`src/source/vic_pkg.sv`:
```
package vic_pkg;

  // ========================================
  // CPU register map
  // ========================================

  // Only the low six address bits reach the chip
  localparam logic [5:0] reg_ctrl1      = 6'h11;
  localparam logic [5:0] reg_raster     = 6'h12;
  localparam logic [5:0] reg_mem_ptr    = 6'h18;
  localparam logic [5:0] reg_irq_status = 6'h19;
  localparam logic [5:0] reg_irq_enable = 6'h1A;
  localparam logic [5:0] reg_border     = 6'h20;
  localparam logic [5:0] reg_background = 6'h21;

  // ========================================
  // Bus cycle phases
  // ========================================

  // Data of the first-half video fetch is valid at the end of this phase
  localparam logic [2:0] phase_fetch_latch = 3'd3;
  // Last phase of phi02 high, where the CPU access completes
  localparam logic [2:0] phase_cpu_latch   = 3'd7;
  // Data of the second-half character fetch is valid here
  localparam logic [2:0] phase_char_latch  = 3'd7;

  // ========================================
  // Control register 1
  // ========================================

  // The CPU moves the whole byte, the timing logic looks at fields
  // Only rst8 and den have an effect, the rest is kept for readback
  typedef union packed {
    logic [7:0] raw;
    struct packed {
      logic       rst8;
      logic       ecm;
      logic       bmm;
      logic       den;
      logic       rsel;
      logic [2:0] yscroll;
    } f;
  } ctrl1_u;

endpackage

```
`src/source/bus_sequencer.sv`:
```
`timescale 1ns/10ps

module bus_sequencer
  import vic_pkg::*;
(
  input  logic       clk,
  input  logic       rst,
  input  logic       in_window,
  output logic       phi02,
  output logic       aec,
  output logic       ba,
  output logic       ras_n,
  output logic       cas_n,
  output logic       fetch_half,
  output logic       fetch_strobe,
  output logic       cpu_strobe,
  output logic [2:0] phase
);

  // Window flag as it stood during the previous bus cycle
  logic in_prev;
  // The current bus cycle carries a character fetch in its second half
  logic disp_cycle;

  // ========================================
  // Phase counter
  // ========================================

  always_ff @(posedge clk) begin
    if (rst) begin
      phase   <= 3'd0;
      in_prev <= 1'b0;
    end else begin
      // Eight clocks make one bus cycle and the counter simply wraps
      phase <= phase + 3'd1;
      // Sample the window once per cycle, at its last phase
      if (phase == phase_cpu_latch) begin
        in_prev <= in_window;
      end
    end
  end

  // The window opens one cycle early to give the CPU warning through ba,
  // so the first flagged cycle of a line is not yet a display cycle
  assign disp_cycle = in_window & in_prev;

  // phi02 follows the top phase bit, high in phases 4 to 7
  assign phi02 = phase[2];

  // Video owns the first half always, and the second half in display cycles
  assign aec = phase[2] & ~disp_cycle;

  // Bus request covers the warning cycle and all display cycles
  assign ba = ~in_window;

  // Matrix fetch in the first half, character fetch in the second
  assign fetch_half = phase[2];

  // ras_n falls one phase into a video half, cas_n one phase after that
  assign ras_n = ~((phase[1:0] != 2'd0) & (~phase[2] | disp_cycle));
  assign cas_n = ~(phase[1] & (~phase[2] | disp_cycle));

  // Data strobes close each video fetch
  assign fetch_strobe = (phase == phase_fetch_latch) |
                        ((phase == phase_char_latch) & disp_cycle);

  // The CPU port is sampled as phi02 is about to fall
  assign cpu_strobe = (phase == phase_cpu_latch);

  // ========================================
  // Checks
  // ========================================

  // A column strobe never appears without an open row
  a_cas_inside_ras : assert property (
    @(posedge clk) disable iff (rst) !cas_n |-> !ras_n
  ) else $error("cas_n low without ras_n low");

  // The memory bus is never strobed while the CPU owns it
  a_ras_video_owned : assert property (
    @(posedge clk) disable iff (rst) !ras_n |-> !aec
  ) else $error("ras_n low while aec is high");

endmodule

```
`src/source/register_file.sv`:
```
`timescale 1ns/10ps

module register_file
  import vic_pkg::*;
(
  input  logic       clk,
  input  logic       rst,
  input  logic       cpu_strobe,
  input  logic       cs_n,
  input  logic       rw,
  input  logic [5:0] cpu_adr,
  input  logic [7:0] cpu_din,
  input  logic [8:0] line,
  input  logic       line_start,
  output logic [7:0] cpu_dout,
  output ctrl1_u     ctrl1,
  output logic [7:0] mem_ptr,
  output logic [3:0] border,
  output logic [3:0] background,
  output logic       irq
);

  // Low byte of the raster compare value
  // Bit 8 of the compare lives in ctrl1
  logic [7:0] raster_cmp;
  // Raster interrupt status and enable
  // Only source 0 exists
  logic       irq_stat;
  logic       irq_en;
  logic       cpu_wr;
  logic       raster_hit;
  logic [7:0] rd_data;

  // A write completes at the end of phi02 high with the chip selected
  assign cpu_wr = cpu_strobe & ~cs_n & ~rw;

  // Full nine-bit compare against the beam line
  assign raster_hit = line_start & (line == {ctrl1.f.rst8, raster_cmp});

  // ========================================
  // Register writes and interrupt status
  // ========================================

  always_ff @(posedge clk) begin
    if (rst) begin
      // Display enabled with 25 rows and default scroll out of reset
      ctrl1.raw  <= 8'h1B;
      raster_cmp <= 8'h00;
      mem_ptr    <= 8'h00;
      irq_en     <= 1'b0;
      border     <= 4'h0;
      background <= 4'h0;
      irq_stat   <= 1'b0;
    end else begin
      if (cpu_wr) begin
        case (cpu_adr)
          reg_ctrl1:      ctrl1.raw  <= cpu_din;
          reg_raster:     raster_cmp <= cpu_din;
          reg_mem_ptr:    mem_ptr    <= cpu_din;
          reg_irq_enable: irq_en     <= cpu_din[0];
          reg_border:     border     <= cpu_din[3:0];
          reg_background: background <= cpu_din[3:0];
          default: ;
        endcase
      end
      // Status is sticky
      // The compare sets it and writing a 1 clears it
      // The compare fires at phase 0 and writes land at phase 7
      if (raster_hit) begin
        irq_stat <= 1'b1;
      end else if (cpu_wr && (cpu_adr == reg_irq_status) && cpu_din[0]) begin
        irq_stat <= 1'b0;
      end
    end
  end

  assign irq = irq_stat & irq_en;

  // ========================================
  // Read multiplexer
  // ========================================

  // Unused bits read back as ones
  always_comb begin
    case (cpu_adr)
      reg_ctrl1:      rd_data = ctrl1.raw;
      reg_raster:     rd_data = line[7:0];
      reg_mem_ptr:    rd_data = {mem_ptr[7:1], 1'b1};
      reg_irq_status: rd_data = {irq, 6'h3F, irq_stat};
      reg_irq_enable: rd_data = {7'h7F, irq_en};
      reg_border:     rd_data = {4'hF, border};
      reg_background: rd_data = {4'hF, background};
      default:        rd_data = 8'hFF;
    endcase
  end

  // The data bus idles high when the CPU is not reading the chip
  assign cpu_dout = (~cs_n & rw) ? rd_data : 8'hFF;

  // The interrupt line only rises on a raster match or when the CPU sets the enable
  a_irq_source : assert property (
    @(posedge clk) disable iff (rst)
    $rose(irq) |->
      $past(raster_hit || (cpu_wr && (cpu_adr == reg_irq_enable) && cpu_din[0]))
  ) else $error("irq rose without a raster match or an enable write");

endmodule

```
`src/source/raster_timer.sv`:
```
`timescale 1ns/10ps

module raster_timer
  import vic_pkg::*;
#(
  parameter int line_cycles = 63,
  parameter int frame_lines = 262,
  parameter int first_line  = 51,
  parameter int first_cycle = 16,
  parameter int text_cols   = 40,
  parameter int text_rows   = 25
) (
  input  logic       clk,
  input  logic       rst,
  input  logic [2:0] phase,
  input  ctrl1_u     ctrl1,
  output logic [8:0] line,
  output logic [6:0] cycle,
  output logic       line_start,
  output logic       in_window,
  output logic       hsync,
  output logic       vsync,
  output logic [4:0] text_row,
  output logic [2:0] row_line
);

  localparam logic [6:0] last_cycle = 7'(line_cycles - 1);
  localparam logic [8:0] last_line  = 9'(frame_lines - 1);
  // Eight raster lines per text row
  localparam logic [8:0] win_top    = 9'(first_line);
  localparam logic [8:0] win_bottom = 9'(first_line + text_rows * 8);
  // The window starts one cycle ahead of the first display cycle
  localparam logic [6:0] win_left   = 7'(first_cycle - 1);
  localparam logic [6:0] win_right  = 7'(first_cycle + text_cols);

  logic [8:0] rel_line;
  logic       row_ok;
  logic       col_ok;

  // ========================================
  // Beam counters
  // ========================================

  always_ff @(posedge clk) begin
    if (rst) begin
      cycle <= 7'd0;
      line  <= 9'd0;
    end else if (phase == phase_cpu_latch) begin
      // Advance at the end of every bus cycle
      if (cycle == last_cycle) begin
        cycle <= 7'd0;
        line  <= (line == last_line) ? 9'd0 : line + 9'd1;
      end else begin
        cycle <= cycle + 7'd1;
      end
    end
  end

  // Single clock marker at the very start of each line
  assign line_start = (phase == 3'd0) & (cycle == 7'd0);

  assign hsync = (cycle == 7'd0);
  assign vsync = (line == 9'd0);

  // Window is empty unless the display is enabled
  assign row_ok    = ctrl1.f.den & (line >= win_top) & (line < win_bottom);
  assign col_ok    = (cycle >= win_left) & (cycle < win_right);
  assign in_window = row_ok & col_ok;

  // Position inside the text area, only meaningful inside the window
  assign rel_line = line - win_top;
  assign text_row = rel_line[7:3];
  assign row_line = rel_line[2:0];

endmodule

```
`src/source/dram_addr_mux.sv`:
```
`timescale 1ns/10ps

module dram_addr_mux #(
  parameter int first_cycle = 16,
  parameter int text_cols   = 40
) (
  input  logic       clk,
  input  logic       rst,
  input  logic [2:0] phase,
  input  logic       fetch_half,
  input  logic       in_window,
  input  logic [6:0] cycle,
  input  logic [4:0] text_row,
  input  logic [2:0] row_line,
  input  logic [7:0] mem_ptr,
  input  logic [7:0] char_code,
  output logic [7:0] mem_adr
);

  localparam logic [6:0]  col_first = 7'(first_cycle);
  localparam logic [13:0] cols_w    = 14'(text_cols);

  // Offset of the current text row inside the video matrix
  logic [13:0] row_base;
  // Column of the cell being fetched
  logic [6:0]  col_idx;
  logic [13:0] vm_adr;
  logic [13:0] cg_adr;
  logic [13:0] fetch_adr;

  // ========================================
  // Row offset
  // ========================================

  // The row changes only at line boundaries, long before the first
  // matrix fetch of the line, so one clock of latency costs nothing
  always_ff @(posedge clk) begin
    if (rst) begin
      row_base <= 14'd0;
    end else begin
      row_base <= {9'd0, text_row} * cols_w;
    end
  end

  // ========================================
  // Fetch addresses
  // ========================================

  // Outside the window the matrix fetch is an idle access to column 0
  assign col_idx = in_window ? (cycle - col_first) : 7'd0;

  // Matrix base is in 1K steps
  assign vm_adr = {mem_ptr[7:4], 10'd0} + row_base + {7'd0, col_idx};

  // Character base is in 2K steps, eight bytes per glyph
  assign cg_adr = {mem_ptr[3:1], 11'd0} + {3'd0, char_code, 3'd0} + {11'd0, row_line};

  assign fetch_adr = fetch_half ? cg_adr : vm_adr;

  // ========================================
  // Row and column multiplexing
  // ========================================

  // First two phases of each half put out the row byte for ras_n, the
  // last two put out the upper six bits for cas_n
  assign mem_adr = phase[1] ? {2'b00, fetch_adr[13:8]} : fetch_adr[7:0];

endmodule

```
`src/source/pixel_serializer.sv`:
```
`timescale 1ns/10ps

module pixel_serializer (
  input  logic        clk,
  input  logic        rst,
  input  logic        fetch_strobe,
  input  logic        fetch_half,
  input  logic        in_window,
  input  logic [11:0] mem_din,
  input  logic [3:0]  border,
  input  logic [3:0]  background,
  output logic [7:0]  char_code,
  output logic [3:0]  pixel,
  output logic        disp_en
);

  // Colour nibble of the cell whose pattern is being fetched
  logic [3:0] color_q;
  // Cell currently on screen
  logic [7:0] shift_q;
  logic [3:0] shift_color;
  // Pixels left to show from the loaded cell
  logic [3:0] bit_cnt;
  logic       load;

  // Character fetch done in a display cycle, so a new cell is ready
  assign load = fetch_strobe & fetch_half & in_window;

  // ========================================
  // Matrix latch
  // ========================================

  // Code and colour arrive together at the end of the first half
  always_ff @(posedge clk) begin
    if (fetch_strobe && !fetch_half) begin
      char_code <= mem_din[7:0];
      color_q   <= mem_din[11:8];
    end
  end

  // ========================================
  // Shift register
  // ========================================

  // The pattern strobe falls on the bus cycle boundary, so the new cell
  // goes straight in while the next matrix fetch is still ahead
  always_ff @(posedge clk) begin
    if (load) begin
      shift_q     <= mem_din[7:0];
      shift_color <= color_q;
    end else begin
      shift_q <= {shift_q[6:0], 1'b0};
    end
  end

  always_ff @(posedge clk) begin
    if (rst) begin
      bit_cnt <= 4'd0;
    end else if (load) begin
      bit_cnt <= 4'd8;
    end else if (bit_cnt != 4'd0) begin
      bit_cnt <= bit_cnt - 4'd1;
    end
  end

  // ========================================
  // Colour select
  // ========================================

  assign disp_en = (bit_cnt != 4'd0);

  // Set bits take the cell colour, clear bits the background,
  // and everything outside the text area is border
  always_comb begin
    if (!disp_en) begin
      pixel = border;
    end else if (shift_q[7]) begin
      pixel = shift_color;
    end else begin
      pixel = background;
    end
  end

endmodule

```
`src/source/vic_lite_top.sv`:
```
`timescale 1ns/10ps

module vic_lite_top
  import vic_pkg::*;
#(
  parameter int line_cycles = 63,
  parameter int frame_lines = 262,
  parameter int first_line  = 51,
  parameter int first_cycle = 16,
  parameter int text_cols   = 40,
  parameter int text_rows   = 25
) (
  input  logic        clk,
  input  logic        rst,
  input  logic        cs_n,
  input  logic        rw,
  input  logic [5:0]  cpu_adr,
  input  logic [7:0]  cpu_din,
  input  logic [11:0] mem_din,
  output logic [7:0]  cpu_dout,
  output logic        phi02,
  output logic        aec,
  output logic        ba,
  output logic        ras_n,
  output logic        cas_n,
  output logic [7:0]  mem_adr,
  output logic        irq,
  output logic        hsync,
  output logic        vsync,
  output logic [3:0]  pixel,
  output logic        disp_en
);

  // ========================================
  // Internal nets
  // ========================================

  logic [2:0] phase;
  logic       fetch_half;
  logic       fetch_strobe;
  logic       cpu_strobe;
  logic       in_window;
  logic       line_start;
  logic [8:0] line;
  logic [6:0] cycle;
  logic [4:0] text_row;
  logic [2:0] row_line;
  ctrl1_u     ctrl1;
  logic [7:0] mem_ptr;
  logic [3:0] border;
  logic [3:0] background;
  logic [7:0] char_code;

  bus_sequencer u_bus_sequencer (
    .clk          (clk),
    .rst          (rst),
    .in_window    (in_window),
    .phi02        (phi02),
    .aec          (aec),
    .ba           (ba),
    .ras_n        (ras_n),
    .cas_n        (cas_n),
    .fetch_half   (fetch_half),
    .fetch_strobe (fetch_strobe),
    .cpu_strobe   (cpu_strobe),
    .phase        (phase)
  );

  register_file u_register_file (
    .clk        (clk),
    .rst        (rst),
    .cpu_strobe (cpu_strobe),
    .cs_n       (cs_n),
    .rw         (rw),
    .cpu_adr    (cpu_adr),
    .cpu_din    (cpu_din),
    .line       (line),
    .line_start (line_start),
    .cpu_dout   (cpu_dout),
    .ctrl1      (ctrl1),
    .mem_ptr    (mem_ptr),
    .border     (border),
    .background (background),
    .irq        (irq)
  );

  // Frame geometry goes only to the blocks that count the beam
  raster_timer #(
    .line_cycles (line_cycles),
    .frame_lines (frame_lines),
    .first_line  (first_line),
    .first_cycle (first_cycle),
    .text_cols   (text_cols),
    .text_rows   (text_rows)
  ) u_raster_timer (
    .clk        (clk),
    .rst        (rst),
    .phase      (phase),
    .ctrl1      (ctrl1),
    .line       (line),
    .cycle      (cycle),
    .line_start (line_start),
    .in_window  (in_window),
    .hsync      (hsync),
    .vsync      (vsync),
    .text_row   (text_row),
    .row_line   (row_line)
  );

  dram_addr_mux #(
    .first_cycle (first_cycle),
    .text_cols   (text_cols)
  ) u_dram_addr_mux (
    .clk        (clk),
    .rst        (rst),
    .phase      (phase),
    .fetch_half (fetch_half),
    .in_window  (in_window),
    .cycle      (cycle),
    .text_row   (text_row),
    .row_line   (row_line),
    .mem_ptr    (mem_ptr),
    .char_code  (char_code),
    .mem_adr    (mem_adr)
  );

  pixel_serializer u_pixel_serializer (
    .clk          (clk),
    .rst          (rst),
    .fetch_strobe (fetch_strobe),
    .fetch_half   (fetch_half),
    .in_window    (in_window),
    .mem_din      (mem_din),
    .border       (border),
    .background   (background),
    .char_code    (char_code),
    .pixel        (pixel),
    .disp_en      (disp_en)
  );

endmodule

```
`config.mk`:
```
export PLATFORM = sky130hd
export DESIGN_NAME = vic_lite_top
export DESIGN_NICKNAME = d
export VERILOG_FILES = /design/src/source/vic_pkg.sv /design/src/source/bus_sequencer.sv /design/src/source/register_file.sv /design/src/source/raster_timer.sv /design/src/source/dram_addr_mux.sv /design/src/source/pixel_serializer.sv /design/src/source/vic_lite_top.sv
export SDC_FILE = /design/constraint.sdc
export NUM_CORES = 1
export LEC_CHECK = 0
export ABC_AREA = 1
export ABC_CLOCK_PERIOD_IN_PS = 2450
export BUFFER_PORTS_ARGS = -buffer_cell sky130_fd_sc_hd__buf_2
export CAP_MARGIN = 10
export CORE_MARGIN = 8
export CORE_UTILIZATION = 50
export CTS_CLUSTER_SIZE = 30
export DETAILED_ROUTE_END_ITERATION = 12
export PLACE_DENSITY = 0.84
export REMOVE_ABC_BUFFERS = 1
export SLEW_MARGIN = 5
export SYNTH_ARGS = -nofsm -noshare
export SYNTH_HDL_FRONTEND = slang
export SYNTH_SLANG_ARGS = --single-unit
```
`constraint.sdc`:
```
create_clock -name clk -period 2.45 [get_ports clk]
set_input_delay 0.245 -clock clk [delete_from_list [all_inputs] [get_ports clk]]
set_output_delay 0.245 -clock clk [all_outputs]
set_load 0.05 [all_outputs]
```
==> summary.md <==
| Metric | Value |
|---|---|
| Die extent in y | `116 microns` |
| Depth of the most critical reg-to-reg path | `14` |
| GR Layer Usage met2 | `0.359` |
| Synth top area share | `0.290` |
| Post-layout minimum cycle time | `3130 ps` |
| Crit path cell chain | `inv_2, buf_6, nor2_4, nor2_2, nand2_2, nor2_4, nand2_4, buf_4, nor2_2, ha_1, buf_4, nand3_2, nand3_4, buf_6, nand3_2, nand2_2, o21ai_2, nand2_1, inv_2, buf_8` |
| Row count | `36` |
| Placed cells | `961` |
| Layout cell share with drive strength beyond 1 | `0.275` |
| Clk buf depth | `2` |
| DRC | `0` |
| Gpl congestion | `0.938` |
| Final Worst Setup Slack | `-675 ps` |
| Clk_skew | `8.33 ps` |
| Htree depth | `3` |
| Slowest stage delay, CP | `340 ps` |
| GR Util All Layers | `0.212` |
| Routed Antenna Nets | `0` |
| Avg Cell Area, Syn | `7.00 sq um` |
| First-pass GRT wire length | `22,900 microns` |
| Die area | `0.0135 sq mm` |
| Hold depth | `1` |
| Pwr Density | `510 mW/mm^2` |
| Hold_sp | `mem_din[11]` |
| RSZ-0062 raised after global routing | `true` |
| Detailed Routing Iterations Pass 1 | `5` |
| Final Instance Count excl. Fillers | `985` |
| GRT Max-Usage Layer | `met2` |
| Root Buffer | `clkbuf_8` |
| Seq/Total Area, Yosys | `0.385` |
| Worst R2R End | `u_dram_addr_mux.row_base[9]` |
| Most area-consuming cells after synthesis | `dfxtp_1 (29%), nand2_1 (12%), edfxtp_1 (9.5%)` |
| Clk Latency, worst-skew pair | `360 ps` |
| Worst min-delay path class | `in -> reg` |
| Initial core utilization | `0.515` |
| Diodes inserted | `0` |
| Most common cell in the netlist | `nand2_1` |
| Flops & latches, synth | `89` |
| Failing checks | `negative setup slack` |
| Routed vias | `5,204` |
| Static Leak | `3.00 nW` |
| Grt ovf | `0` |
| Slowest stage cell, crit path | `dfxtp_2` |
| HPWL Detailed | `10,500 microns` |
| Placed cell areas | `0.00589 sq mm` |
| CP Class | `reg -> out` |
| Vias in the first global route | `4,968` |
| Cell Area, Synth | `0.00504 sq mm` |
| Port buffer count | `58` |
| Final setup viols | `8` |
| WP data required | `2200 ps` |
| Crit Path Max Fanout | `4` |
| Mean number of vias per cell | `5.28` |
| Crit end category | `primary output` |
| CTS tree | `yes` |
| Met1 global-route usage | `0.264` |
| Die X | `116 microns` |
| Fin crit share | `1.28` |
| Fin. max-slew vios | `0` |
| Pin count of the biggest net entering global routing | `37` |
| Ys flop type | `dfxtp_1` |
| Ys async rst share | `0` |
| Wirelength per Cell | `14.4 microns` |
| Boundary pin count | `59` |
| Slew headroom | `0.617` |
| Tightest Pin Transition | `574 ps` |
| Initial antenna violation count | `0` |
| Post-synth top cells | `nand2_1 (157), nor2_1 (113), inv_1 (95)` |
| Reg2reg start | `u_raster_timer.line[2]` |
| Area grow syn2layout | `28.1%` |
| First-iteration detailed-routing DRC count | `285` |
| Routed WL | `14,200 microns` |
| Critical Path AT | `2880 ps` |
| Synth warn | `0` |
| Unique masters post-synth | `37` |
| Status | `finished, violations left` |
| Number of flops mapped to enable cells by yosys | `16` |
| Post-synth top area cell | `dfxtp_1` |
| Gate Count Post-Synth | `720` |
| CTS buffer count | `9` |
| Max cap viols | `0` |
| Clock sinks | `89` |
| Clock slew at reported path FFs | `110 ps` |
| VDD IR max | `0.609 mV` |
| Core Area | `0.00977 sq mm` |
| M3 GR Usage | `0.0336` |
| Startpoint Class | `flip-flop` |
| WP buf/inv | `7` |
| Net count reported at finish | `905` |
| WHS Endpoint | `u_pixel_serializer.color_q[3]` |
| Crit path max-delay family | `simple AND/OR/NAND/NOR gates` |
| Final Hold Vio Count | `0` |
| Worst reg-to-reg setup slack | `100 ps` |
| Final hold slack | `50.8 ps` |
| FMAX | `0.320 GHz` |
| Final standard cell area without fillers | `0.00645 sq mm` |
-- metal layers --
| layer | up-vias | part of all wire |
|---|---|---|
| met1 | 2346 | 0.42 |
| met4 | 0 | 0.031 |
| met2 | 238 | 0.48 |
| met3 | 44 | 0.072 |
| met5 | - | 0 |
| li1 | 2576 | - |
-- cell families after synthesis --
| family | Yosys count | synth area share |
|---|---|---|
| AO/OA/AOI/OAI | 122 | 0.130 |
| adder cells (fa/ha/maj) | 28 | 0.0725 |
| buffers and inverters | 116 | 0.0921 |
| AND/OR/NAND/NOR | 352 | 0.297 |
| XOR/XNOR | 13 | 0.0226 |
| flip-flops | 89 | 0.385 |
-- area by class of cell --
class	instances	area [sq um]
fill	809	3320
multi-input combinational	515	2860
sequential	89	1960
timing repair buffer	129	888
inverter	103	388
tap	133	166
clock buffer	9	124
clock inverter	7	76.3
-- flip-flops by register name, summed over array words and instances, names as in the netlist, 3 cells and up --
name,flops
u_register_file.mem_ptr,7
u_dram_addr_mux.row_base,8
u_register_file.background,4
u_bus_sequencer.phase,3
u_raster_timer.line,9
u_register_file.border,4
u_pixel_serializer.color_q,4
u_register_file.raster_cmp,8
u_pixel_serializer.shift_color,4
u_pixel_serializer.shift_q,8
u_pixel_serializer.bit_cnt,4
u_raster_timer.cycle,7
u_pixel_serializer.char_code,8
u_register_file.ctrl1,8
-- cells in the final DEF (no fill, tap or decap), drive strengths merged --
cell type,netlist,layout
fa,2,2
or2,2,2
a211oi,1,1
a21oi,49,49
dfxtp,73,73
nor2,118,118
a22oi,2,2
o2111ai,2,2
nand2,162,162
xor2,10,10
a21o,2,2
o211ai,1,1
o21ai,56,56
inv,99,105
buf,7,129
nand3b,1,1
clkbuf,6,9
nand3,49,49
o22ai,9,9
nor3,9,9
nand4,11,11
xnor2,3,3
edfxtp,16,16
clkinv,4,5
ha,26,26
-- worst max path at each step --
stage          slack, ps  depth (start not counted)    endpoint               startpoint
4_1_cts             -620                         21  mem_adr[1]  u_raster_timer.cycle[5]
3_5_place_dp        -500                         21  mem_adr[1]  u_raster_timer.cycle[4]
2_1_floorplan       -980                         20  mem_adr[3]  u_raster_timer.cycle[4]
5_1_grt             -840                         20  mem_adr[1]  u_raster_timer.cycle[5]
6_report            -680                         20  mem_adr[1]  u_raster_timer.cycle[5]
3_3_place_gp        -360                         21  mem_adr[1]  u_raster_timer.cycle[4]
-- per-stage QoR --
stage	setup slack [ps]	util	setup TNS [ps]	power [mW]
after floorplan	-983	-	-5460	2.07
after global routing	-837	0.660	-6000	3.44
after global placement	-356	0.603	-2360	2.23
final	-675	0.660	-4470	3.29
after CTS	-624	0.648	-4360	3.30
after detailed placement	-499	0.603	-2990	2.25
-- power by group --
group          switching [mW]  internal, mW
Sequential             0.0282          1.54
Combinational           0.483         0.204
Clock                   0.626         0.413
Total                    1.14          2.15
-- timing repair --
action / in CTS / in global routing
cloned: 0 / 0
hold buffers: 0 / 0
gates resized for setup: 68 / 31
setup buffers: 5 / 3
pin swaps: 16 / 15
endpoints found under the setup margin: 11 / 12
No activity file was read; power rests on OpenSTA's default activity.
